**config.mk**
```make
export PLATFORM = sky130hd
export DESIGN_NAME = mcu4_top
export DESIGN_NICKNAME = d
export VERILOG_FILES = /design/src/design/mcu4_pkg.sv /design/src/design/irq_unit.sv /design/src/design/mcu4_top.sv /design/src/design/pc_unit.sv /design/src/design/sequencer.sv /design/src/design/stack_unit.sv /design/src/design/wb_master.sv
export SDC_FILE = /design/constraint.sdc
export NUM_CORES = 1
export LEC_CHECK = 0
export BUFFER_PORTS_ARGS = -buffer_cell sky130_fd_sc_hd__buf_2
export CORE_AREA = 3 3 94 96
export DETAILED_ROUTE_END_ITERATION = 6
export DIE_AREA = 0 0 97 99
export PLACE_DENSITY = 0.81
export SYNTH_ARGS = -nofsm -noshare
export SYNTH_HDL_FRONTEND = slang
export SYNTH_SLANG_ARGS = --single-unit
export TNS_END_PERCENT = 20
```
**constraint.sdc**
```tcl
create_clock -name clk -period 6.55 [get_ports clk]
set_input_delay 0.655 -clock clk [delete_from_list [all_inputs] [get_ports clk]]
set_output_delay 0.655 -clock clk [all_outputs]
set_load 0.01 [all_outputs]
```
**src/design/mcu4_pkg.sv**
```systemverilog
package mcu4_pkg;

    typedef logic [11:0] instr_t;
    typedef logic [12:0] pc_t;      // Bank, page, step
    typedef logic [4:0]  np_t;      // Bank and page
    typedef logic [3:0]  nibble_t;
    typedef logic [7:0]  sp_t;
    typedef logic [13:0] bus_adr_t; // Bit 13 selects data RAM

    typedef struct packed {
        logic     cyc;
        logic     stb;
        logic     we;
        bus_adr_t adr;
        instr_t   wdat;
    } wb_req_t;

    typedef struct packed {
        logic   ack;
        instr_t rdat;
    } wb_rsp_t;

    typedef enum logic [2:0] {
        FETCH,
        WAIT_FETCH,
        DECODE,
        PUSH,
        POP,
        VECTOR
    } seq_state_t;

    // Opcode match values and masks
    localparam instr_t OP_JP        = 12'h000;
    localparam instr_t OP_JP_MASK   = 12'hF00;
    localparam instr_t OP_PSET      = 12'hE40; // Low five bits carry the new page
    localparam instr_t OP_PSET_MASK = 12'hFE0;
    localparam instr_t OP_NOP5      = 12'hFFB;
    localparam instr_t OP_EI        = 12'hF41;
    localparam instr_t OP_RET       = 12'hFDF;

    localparam pc_t IRQ_VECTOR = 13'h0102; // K0 interrupt entry

endpackage

```
**src/design/irq_unit.sv**
```systemverilog
module irq_unit (
    input  logic       clk,
    input  logic       rst,
    input  logic [3:0] k0,
    input  logic [3:0] k0_mask,
    input  logic       ei,
    input  logic       irq_take,
    input  logic       pset_seen,
    output logic       irq_pending,
    output logic       irq_ack
);

    logic [3:0] k0_s1;
    logic [3:0] k0_s2;
    logic [3:0] k0_rise;
    logic       req_q;  // K0 factor flag
    logic       ie_q;   // Interrupt enable flag
    logic       ack_q;

    assign k0_rise = k0_s1 & ~k0_s2 & k0_mask;

    always_ff @(posedge clk) begin
        if (rst) begin
            k0_s1 <= 4'h0;
            k0_s2 <= 4'h0;
            req_q <= 1'b0;
            ie_q  <= 1'b0;
            ack_q <= 1'b0;
        end else begin
            k0_s1 <= k0;     // Pins are asynchronous
            k0_s2 <= k0_s1;
            // A new edge in the take cycle is kept
            req_q <= (req_q && !irq_take) || (|k0_rise);
            if (irq_take) begin
                ie_q <= 1'b0;
            end else if (ei) begin
                ie_q <= 1'b1;
            end
            ack_q <= irq_take;
        end
    end

    // Held off while a PSET is the current instruction
    assign irq_pending = req_q && ie_q && !pset_seen;
    assign irq_ack     = ack_q;

endmodule

```
**src/design/mcu4_top.sv**
```systemverilog
module mcu4_top #(
    parameter mcu4_pkg::pc_t RESET_PC = 13'h0100,
    parameter mcu4_pkg::sp_t RESET_SP = 8'h00
) (
    input  logic              clk,
    input  logic              rst,
    output mcu4_pkg::wb_req_t wb_req,
    input  mcu4_pkg::wb_rsp_t wb_rsp,
    input  logic [3:0]        k0,
    input  logic [3:0]        k0_mask,
    output logic              irq_ack
);
    import mcu4_pkg::*;

    logic       bus_go;
    logic       bus_we;
    bus_adr_t   bus_adr;
    instr_t     bus_wdat;
    logic       bus_done;
    instr_t     bus_rdat;
    instr_t     instr;
    pc_t        pc;
    bus_adr_t   ram_adr;
    logic       pc_inc;
    logic       pc_jump;
    logic       pc_pset;
    logic       pc_vector;
    logic [1:0] pc_load_nib;
    logic       np_reload;
    logic       sp_push;
    logic       sp_pop;
    logic       irq_take;
    logic       ei;
    logic       pset_seen;
    logic       irq_pending;

    sequencer u_seq (
        .clk         (clk),
        .rst         (rst),
        .bus_done    (bus_done),
        .bus_rdat    (bus_rdat),
        .bus_go      (bus_go),
        .bus_we      (bus_we),
        .bus_adr     (bus_adr),
        .bus_wdat    (bus_wdat),
        .pc          (pc),
        .ram_adr     (ram_adr),
        .irq_pending (irq_pending),
        .pc_inc      (pc_inc),
        .pc_jump     (pc_jump),
        .pc_pset     (pc_pset),
        .pc_vector   (pc_vector),
        .pc_load_nib (pc_load_nib),
        .np_reload   (np_reload),
        .sp_push     (sp_push),
        .sp_pop      (sp_pop),
        .irq_take    (irq_take),
        .ei          (ei),
        .pset_seen   (pset_seen),
        .instr       (instr)
    );

    wb_master u_wb (
        .clk      (clk),
        .rst      (rst),
        .bus_go   (bus_go),
        .bus_we   (bus_we),
        .bus_adr  (bus_adr),
        .bus_wdat (bus_wdat),
        .bus_done (bus_done),
        .bus_rdat (bus_rdat),
        .wb_req   (wb_req),
        .wb_rsp   (wb_rsp)
    );

    // RET data arrives in the low nibble of the read word
    pc_unit #(
        .RESET_PC (RESET_PC)
    ) u_pc (
        .clk         (clk),
        .rst         (rst),
        .pc_inc      (pc_inc),
        .pc_jump     (pc_jump),
        .pc_pset     (pc_pset),
        .pc_vector   (pc_vector),
        .np_reload   (np_reload),
        .pc_load_nib (pc_load_nib),
        .instr       (instr),
        .nib_in      (bus_rdat[3:0]),
        .pc          (pc),
        .np          ()
    );

    stack_unit #(
        .RESET_SP (RESET_SP)
    ) u_stack (
        .clk     (clk),
        .rst     (rst),
        .sp_push (sp_push),
        .sp_pop  (sp_pop),
        .sp      (),
        .ram_adr (ram_adr)
    );

    irq_unit u_irq (
        .clk         (clk),
        .rst         (rst),
        .k0          (k0),
        .k0_mask     (k0_mask),
        .ei          (ei),
        .irq_take    (irq_take),
        .pset_seen   (pset_seen),
        .irq_pending (irq_pending),
        .irq_ack     (irq_ack)
    );

endmodule

```
**src/design/pc_unit.sv**
```systemverilog
module pc_unit #(
    parameter mcu4_pkg::pc_t RESET_PC = 13'h0100
) (
    input  logic              clk,
    input  logic              rst,
    input  logic              pc_inc,
    input  logic              pc_jump,
    input  logic              pc_pset,
    input  logic              pc_vector,
    input  logic              np_reload,
    input  logic [1:0]        pc_load_nib,
    input  mcu4_pkg::instr_t  instr,
    input  mcu4_pkg::nibble_t nib_in,
    output mcu4_pkg::pc_t     pc,
    output mcu4_pkg::np_t     np
);
    import mcu4_pkg::*;

    pc_t pc_q;
    pc_t pc_next;
    np_t np_q;
    np_t np_next;

    always_comb begin
        pc_next = pc_q;
        if (pc_vector) begin
            pc_next = IRQ_VECTOR;
        end else if (pc_jump) begin
            pc_next = {np_q, instr[7:0]}; // Page from NP, step from opcode
        end else if (pc_inc) begin
            pc_next = pc_q + 13'd1;
        end else begin
            // RET rebuilds PC one nibble at a time
            case (pc_load_nib)
                2'd1:    pc_next[3:0]  = nib_in;
                2'd2:    pc_next[7:4]  = nib_in;
                2'd3:    pc_next[12:8] = {1'b0, nib_in}; // Bank not on stack
                default: pc_next       = pc_q;
            endcase
        end
    end

    // NP follows the PC being written this cycle
    always_comb begin
        np_next = np_q;
        if (pc_pset) begin
            np_next = instr[4:0];
        end else if (np_reload) begin
            np_next = pc_next[12:8];
        end
    end

    always_ff @(posedge clk) begin
        if (rst) begin
            pc_q <= RESET_PC;
            np_q <= RESET_PC[12:8];
        end else begin
            pc_q <= pc_next;
            np_q <= np_next;
        end
    end

    assign pc = pc_q;
    assign np = np_q;

endmodule

```
**src/design/sequencer.sv**
```systemverilog
module sequencer (
    input  logic               clk,
    input  logic               rst,
    input  logic               bus_done,
    input  mcu4_pkg::instr_t   bus_rdat,
    output logic               bus_go,
    output logic               bus_we,
    output mcu4_pkg::bus_adr_t bus_adr,
    output mcu4_pkg::instr_t   bus_wdat,
    input  mcu4_pkg::pc_t      pc,
    input  mcu4_pkg::bus_adr_t ram_adr,
    input  logic               irq_pending,
    output logic               pc_inc,
    output logic               pc_jump,
    output logic               pc_pset,
    output logic               pc_vector,
    output logic [1:0]         pc_load_nib,
    output logic               np_reload,
    output logic               sp_push,
    output logic               sp_pop,
    output logic               irq_take,
    output logic               ei,
    output logic               pset_seen,
    output mcu4_pkg::instr_t   instr
);
    import mcu4_pkg::*;

    seq_state_t state_q;
    seq_state_t state_next;
    instr_t     instr_q;
    logic [1:0] nib_q;      // Which PC nibble is moving
    logic [1:0] nib_next;
    logic [1:0] phase_q;    // Sub-step of one stack transfer
    logic [1:0] phase_next;
    logic       nib_last;
    logic       is_jp;
    logic       is_pset;
    logic       is_ei;
    logic       is_ret;
    nibble_t    push_nib;

    assign is_jp    = (instr_q & OP_JP_MASK) == OP_JP;
    assign is_pset  = (instr_q & OP_PSET_MASK) == OP_PSET;
    assign is_ei    = instr_q == OP_EI;
    assign is_ret   = instr_q == OP_RET;
    assign nib_last = nib_q == 2'd2;

    // High page nibble goes first, to sp-1
    always_comb begin
        case (nib_q)
            2'd0:    push_nib = pc[11:8];
            2'd1:    push_nib = pc[7:4];
            default: push_nib = pc[3:0];
        endcase
    end

    always_comb begin
        state_next  = state_q;
        nib_next    = nib_q;
        phase_next  = phase_q;
        bus_go      = 1'b0;
        bus_we      = 1'b0;
        bus_adr     = {1'b0, pc}; // ROM side by default
        bus_wdat    = 12'h000;
        pc_inc      = 1'b0;
        pc_jump     = 1'b0;
        pc_pset     = 1'b0;
        pc_vector   = 1'b0;
        pc_load_nib = 2'd0;
        np_reload   = 1'b0;
        sp_push     = 1'b0;
        sp_pop      = 1'b0;
        irq_take    = 1'b0;
        ei          = 1'b0;

        case (state_q)
            FETCH: begin
                bus_go     = 1'b1;
                state_next = WAIT_FETCH;
            end
            WAIT_FETCH: begin
                if (bus_done) begin
                    pc_inc     = 1'b1;
                    state_next = DECODE;
                end
            end
            DECODE: begin
                nib_next   = 2'd0;
                phase_next = 2'd0;
                if (is_pset) begin
                    pc_pset    = 1'b1; // NP keeps the PSET value
                    state_next = FETCH;
                end else if (is_ret) begin
                    state_next = POP;
                end else begin
                    // JP, NOP5, EI and anything unimplemented
                    np_reload = 1'b1;
                    pc_jump   = is_jp;
                    ei        = is_ei;
                    if (irq_pending) begin
                        irq_take   = 1'b1;
                        state_next = PUSH;
                    end else begin
                        state_next = FETCH;
                    end
                end
            end
            PUSH: begin
                case (phase_q)
                    2'd0: begin
                        sp_push    = 1'b1;
                        phase_next = 2'd1;
                    end
                    2'd1: begin
                        bus_go     = 1'b1;
                        bus_we     = 1'b1;
                        bus_adr    = ram_adr;
                        bus_wdat   = {8'h00, push_nib};
                        phase_next = 2'd2;
                    end
                    default: begin
                        if (bus_done) begin
                            phase_next = 2'd0;
                            if (nib_last) begin
                                state_next = VECTOR;
                            end else begin
                                nib_next = nib_q + 2'd1;
                            end
                        end
                    end
                endcase
            end
            POP: begin
                if (phase_q == 2'd0) begin
                    bus_go     = 1'b1;
                    bus_adr    = ram_adr;
                    phase_next = 2'd1;
                end else if (bus_done) begin
                    sp_pop      = 1'b1;
                    pc_load_nib = nib_q + 2'd1; // Step low, step high, page
                    phase_next  = 2'd0;
                    if (nib_last) begin
                        np_reload  = 1'b1;
                        state_next = FETCH;
                    end else begin
                        nib_next = nib_q + 2'd1;
                    end
                end
            end
            VECTOR: begin
                pc_vector  = 1'b1;
                np_reload  = 1'b1;
                state_next = FETCH;
            end
            default: state_next = FETCH;
        endcase
    end

    always_ff @(posedge clk) begin
        if (rst) begin
            state_q <= FETCH;
            nib_q   <= 2'd0;
            phase_q <= 2'd0;
            instr_q <= OP_NOP5; // Harmless until the first fetch lands
        end else begin
            state_q <= state_next;
            nib_q   <= nib_next;
            phase_q <= phase_next;
            if (state_q == WAIT_FETCH && bus_done) begin
                instr_q <= bus_rdat;
            end
        end
    end

    assign pset_seen = is_pset;
    assign instr     = instr_q;

endmodule

```
**src/design/stack_unit.sv**
```systemverilog
module stack_unit #(
    parameter mcu4_pkg::sp_t RESET_SP = 8'h00
) (
    input  logic               clk,
    input  logic               rst,
    input  logic               sp_push,
    input  logic               sp_pop,
    output mcu4_pkg::sp_t      sp,
    output mcu4_pkg::bus_adr_t ram_adr
);
    import mcu4_pkg::*;

    sp_t sp_q;

    // Pre-decrement on push, post-increment on pop
    always_ff @(posedge clk) begin
        if (rst) begin
            sp_q <= RESET_SP;
        end else if (sp_push) begin
            sp_q <= sp_q - 8'd1;
        end else if (sp_pop) begin
            sp_q <= sp_q + 8'd1;
        end
    end

    // Stack lives at the bottom of data space
    assign ram_adr = {1'b1, 5'b00000, sp_q};
    assign sp      = sp_q;

endmodule

```
**src/design/wb_master.sv**
```systemverilog
module wb_master (
    input  logic               clk,
    input  logic               rst,
    input  logic               bus_go,
    input  logic               bus_we,
    input  mcu4_pkg::bus_adr_t bus_adr,
    input  mcu4_pkg::instr_t   bus_wdat,
    output logic               bus_done,
    output mcu4_pkg::instr_t   bus_rdat,
    output mcu4_pkg::wb_req_t  wb_req,
    input  mcu4_pkg::wb_rsp_t  wb_rsp
);
    import mcu4_pkg::*;

    logic     cyc_q;
    logic     we_q;
    logic     done_q;
    bus_adr_t adr_q;
    instr_t   wdat_q;
    instr_t   rdat_q;
    logic     ack_seen;
    logic     start;

    assign ack_seen = cyc_q && wb_rsp.ack;
    assign start    = bus_go && !cyc_q; // Requests only accepted while idle

    always_ff @(posedge clk) begin
        if (rst) begin
            cyc_q  <= 1'b0;
            we_q   <= 1'b0;
            done_q <= 1'b0;
        end else begin
            done_q <= ack_seen;
            if (ack_seen) begin
                cyc_q <= 1'b0; // Close after the single transfer
                we_q  <= 1'b0;
            end else if (start) begin
                cyc_q <= 1'b1;
                we_q  <= bus_we;
            end
        end
    end

    // Address and write data held for the whole cycle
    always_ff @(posedge clk) begin
        if (start) begin
            adr_q  <= bus_adr;
            wdat_q <= bus_wdat;
        end
        if (ack_seen && !we_q) begin
            rdat_q <= wb_rsp.rdat;
        end
    end

    // Classic cycle, stb follows cyc
    assign wb_req = '{cyc: cyc_q, stb: cyc_q, we: we_q, adr: adr_q, wdat: wdat_q};

    assign bus_done = done_q;
    assign bus_rdat = rdat_q;

endmodule

```
==> qor.tcl <==
set qor(worst_slew_margin_rel_pct) 31.6
set qor(filler_instances) 695
set qor(antenna_left) 0
set qor(main_combinational_cell_family_by_area_after_synthesis) {simple AND/OR/NAND/NOR gates}
set qor(cp-startpoint) {u_seq.state_q[0]}
set qor(crit_path_max_incr_delay_ns) 0.71
set qor(fp.dieArea_sq_um) 9600
set qor(reg2regPathDepth) 8
set qor(final_max_slew_viol_count) 0
set qor(fin_crit_period_ns) 3.02
set qor(ctsLongestPathBuffers) 2
set qor(area_of_all_placed_cells_without_fillers_sq_um) 4890
set qor(post_synth_inst_count) 496
set qor(tritoncts.num_buffers) 9
set qor(dr_total_vias) 3873
set qor(routed_wire_length_um) 10400
set qor(critical_path.n_buffers_inverters) 0
set qor(cellPowerDensity_nw_per_um2) 331
set qor(cts_tree) {yes}
set qor(cts.reportedPaths.clkPinSlew_ns) 0.09
set qor(synth_xor_xnor_area_share_pct) 1.97
set qor(path_depth) 8
set qor(cp-endpoint) {u_stack.sp[6]}
set qor(timing.hold.worst.class) {in -> reg}
set qor(crit_path_cell_trace) {nor4bb_1, nand2b_1, xnor2_1, ha_1, nor4b_1, xor2_1, o21ai_0, a211oi_1}
set qor(arrival_ns) 3.29
set qor(post_synth_cell_types) 71
set qor(reg2reg_slack_ns) 3.53
set qor(grt_max_degree) 36
set qor(vias_in_the_first_global_route) 3444
set qor(synth.cell_area_sq_um) 4450
set qor(yosysWarnings) 0
set qor(holdBufCountCts) 0
set qor(antenna_found_initial) 0
set qor(worst_slack_ns) 3.53
set qor(die_height_um) 99
set qor(via_to_cell_ratio) 6.15
set qor(synth.avg_cell_area_sq_um) 8.98
set qor(std_cell_rows) 33
set qor(cellLeakagePower_nw) 1.77
set qor(peak_supply_drop_mv) 0.200
set qor(synth_seq_area_share_pct) 46.8
set qor(synth-edff-count) 30
set qor(hold_viol_final) 0
set qor(fin_worst_skew_ns) 0.00832
set qor(status) {completed}
set qor(postPlaceCellArea_sq_um) 4660
set qor(start_kind) {register}
set qor(post-route-drc-count) 0
set qor(dr.first_iter.drc_count) 319
set qor(firstDrtPassIters) 7
set qor(antenna_cells_inserted) 0
set qor(numPortBuffers) 44
set qor(critical_path_required_ns) 6.82
set qor(path_max_fanout) 20
set qor(dp.final_hpwl_um) 7360
set qor(grt_pass1_wl_um) 16900
set qor(layout-area-overhead-vs-synth_pct) 9.78
set qor(setup_tns_ns) 0
set qor(worst_r2r_startpoint) {u_seq.state_q[0]}
set qor(timing.critical_path.slowest_stage_cell) {sky130_fd_sc_hd__dfxtp_1}
set qor(postCtsSetupRepairBufs) 0
set qor(min_period_over_period_pct) 46.1
set qor(endpoint_kind) {register}
set qor(dieWidth_um) 97
set qor(layout-drive-gt1-share_pct) 15.6
set qor(ys.flop_type) {sky130_fd_sc_hd__dfxtp_1}
set qor(clock_insertion_delay_worst_skew_ns) 0.37
set qor(async_flop_share_pct) 0
set qor(clockRootBuffer) {sky130_fd_sc_hd__clkbuf_8}
set qor(fin_util_pct) 60.1
set qor(synth.area.mux_share_pct) 1.43
set qor(place_congestion) 0.931
set qor(coreArea_sq_um) 8130
set qor(cap_viol_max_count) 0
set qor(yosys_register_bits) 89
set qor(pre_cts_ws_ns) 3.63
set qor(grt-ovfl-total) 0
set qor(start_util_pct) 54.7
set qor(max_slew.worst_pin.slew_ns) 1.02
set qor(netlist.top_cell.by_area) {sky130_fd_sc_hd__dfxtp_1}
set qor(global_route.usage.total_pct) 21.7
set qor(synth_compound_area_share_pct) 17.7
set qor(clock_sink_count) 89
set qor(cts_htree_levels) 3
set qor(synthAdderAreaFrac_pct) 1.41
set qor(routed_wire_length_per_instance_um) 16.6
set qor(crit_family) {simple AND/OR/NAND/NOR gates}
set qor(power_mw) 1.62
set qor(nets) 548
set qor(final_count_of_negative_setup_slack_endpoints) 0
set qor(timing_worst_setup_path_type) {reg -> reg}
set qor(yosys.area_share.simple_pct) 24.6
set qor(leading_cell_types_by_total_area_after_synthesis) {sky130_fd_sc_hd__dfxtp_1 27%, sky130_fd_sc_hd__edfxtp_1 20%, sky130_fd_sc_hd__nand2_1 4.9%}
set qor(cts_resized) 0
set qor(netlist.area_leader.share_pct) 26.5
set qor(fmaxAchievable_mhz) 331
set qor(crit-reg2reg-capture) {u_stack.sp[6]}
set qor(grt_setup_unrepaired) {false}
set qor(io_pins) 53
[state kept, by name, summed over array words and instances, names as in the netlist, 2 cells and up]
signal         flops
u_irq.k0_s2        4
u_stack.sp         8
u_pc.pc           13
u_pc.np            5
u_seq.instr       12
u_wb.bus_rdat     12
u_seq.phase_q      2
u_seq.nib_q        2
u_irq.k0_s1        4
u_wb.adr_q        14
u_seq.state_q      3
u_wb.wdat_q        4
[cells in the mapped netlist, types with 6 or more instances]
cell type	n
sky130_fd_sc_hd__nand4_1	9
sky130_fd_sc_hd__nor2b_1	14
sky130_fd_sc_hd__dfxtp_1	59
sky130_fd_sc_hd__nor2_1	39
sky130_fd_sc_hd__nor4_1	7
sky130_fd_sc_hd__edfxtp_1	30
sky130_fd_sc_hd__xor2_1	6
sky130_fd_sc_hd__clkbuf_1	24
sky130_fd_sc_hd__nand2b_1	8
sky130_fd_sc_hd__a22oi_1	8
sky130_fd_sc_hd__nand3_1	27
sky130_fd_sc_hd__inv_1	16
sky130_fd_sc_hd__nand2_1	58
sky130_fd_sc_hd__a211oi_1	6
sky130_fd_sc_hd__buf_4	11
sky130_fd_sc_hd__o21ai_0	24
sky130_fd_sc_hd__a21oi_1	31
sky130_fd_sc_hd__nor3_1	12
[layer usage]
metal	vias to the layer above	global-route usage (%)	share of wire, %
li1	1847	-	-
met1	1826	27.8	43
met2	175	35.2	48
met3	25	5.02	6.9
met4	0	9.50	2.4
met5	-	0	0
[cell type report]
class / count / area [sq um] / share of cell area [%]
clock inverter: 3 / 26.3 / 0.538
clock buffer: 13 / 201 / 4.12
inverter: 17 / 63.8 / 1.31
sequential: 89 / 2080 / 42.6
multi-input combinational: 356 / 2140 / 43.8
timing repair buffer: 47 / 243 / 4.97
tap: 105 / 131 / 2.69
[kinds of logic after synthesis]
family	after synthesis
adder cells (fa/ha/maj)	5
XOR/XNOR	10
buffers and inverters	58
AND/OR/NAND/NOR	210
other	1
flip-flops	89
multiplexers	6
AO/OA/AOI/OAI	117
[worst min path at each step]
| stage | endpoint | depth (start not counted) | from |
|---|---|---|---|
| floorplan | u_seq.instr[10] | 2 | u_wb.bus_rdat[10] |
| global placement | u_seq.instr[10] | 2 | u_wb.bus_rdat[10] |
| detailed placement | u_seq.instr[8] | 2 | u_wb.bus_rdat[8] |
| CTS | u_wb.bus_rdat[10] | 1 | wb_rsp[10] |
| global route | u_wb.bus_rdat[5] | 1 | wb_rsp[5] |
| finish | u_wb.bus_rdat[11] | 1 | wb_rsp[11] |
[report_power, final]
part	internal, mW	switching, mW
registers	0.703	0.0966
clock network	0.208	0.201
logic	0.163	0.245
[worst register-to-register path: stages, from the launching register on]
cell	delay [ns]
sky130_fd_sc_hd__dfxtp_1	0.71
sky130_fd_sc_hd__nor4bb_1	0.59
sky130_fd_sc_hd__nand2b_1	0.18
sky130_fd_sc_hd__xnor2_1	0.17
sky130_fd_sc_hd__ha_1	0.27
sky130_fd_sc_hd__nor4b_1	0.47
sky130_fd_sc_hd__xor2_1	0.20
sky130_fd_sc_hd__o21ai_0	0.09
sky130_fd_sc_hd__a211oi_1	0.25
[cell usage in the layout (no fill, tap or decap), types with 7 or more instances in the layout]
master	synthesis	layout
sky130_fd_sc_hd__nand2_1	58	58
sky130_fd_sc_hd__edfxtp_1	30	30
sky130_fd_sc_hd__o21ai_0	24	24
sky130_fd_sc_hd__nor2_1	39	39
sky130_fd_sc_hd__nand2b_1	8	8
sky130_fd_sc_hd__a22oi_1	8	8
sky130_fd_sc_hd__nand3_1	27	27
sky130_fd_sc_hd__nor2b_1	14	14
sky130_fd_sc_hd__nand4_1	9	9
sky130_fd_sc_hd__dfxtp_1	59	59
sky130_fd_sc_hd__inv_1	16	16
sky130_fd_sc_hd__nor3_1	12	12
sky130_fd_sc_hd__clkbuf_8	0	11
sky130_fd_sc_hd__conb_1	1	8
sky130_fd_sc_hd__a21oi_1	31	31
sky130_fd_sc_hd__buf_2	4	44
sky130_fd_sc_hd__nor4_1	7	7
[through the flow]
step / hold WS (ns) / instances
CTS: 0.449 / 630
floorplan: 0.433 / 503
detailed placement: 0.446 / 614
global route: 0.446 / 630
finish: 0.459 / 630
global placement: 0.440 / 614
No activity file was read; power rests on OpenSTA's default activity.
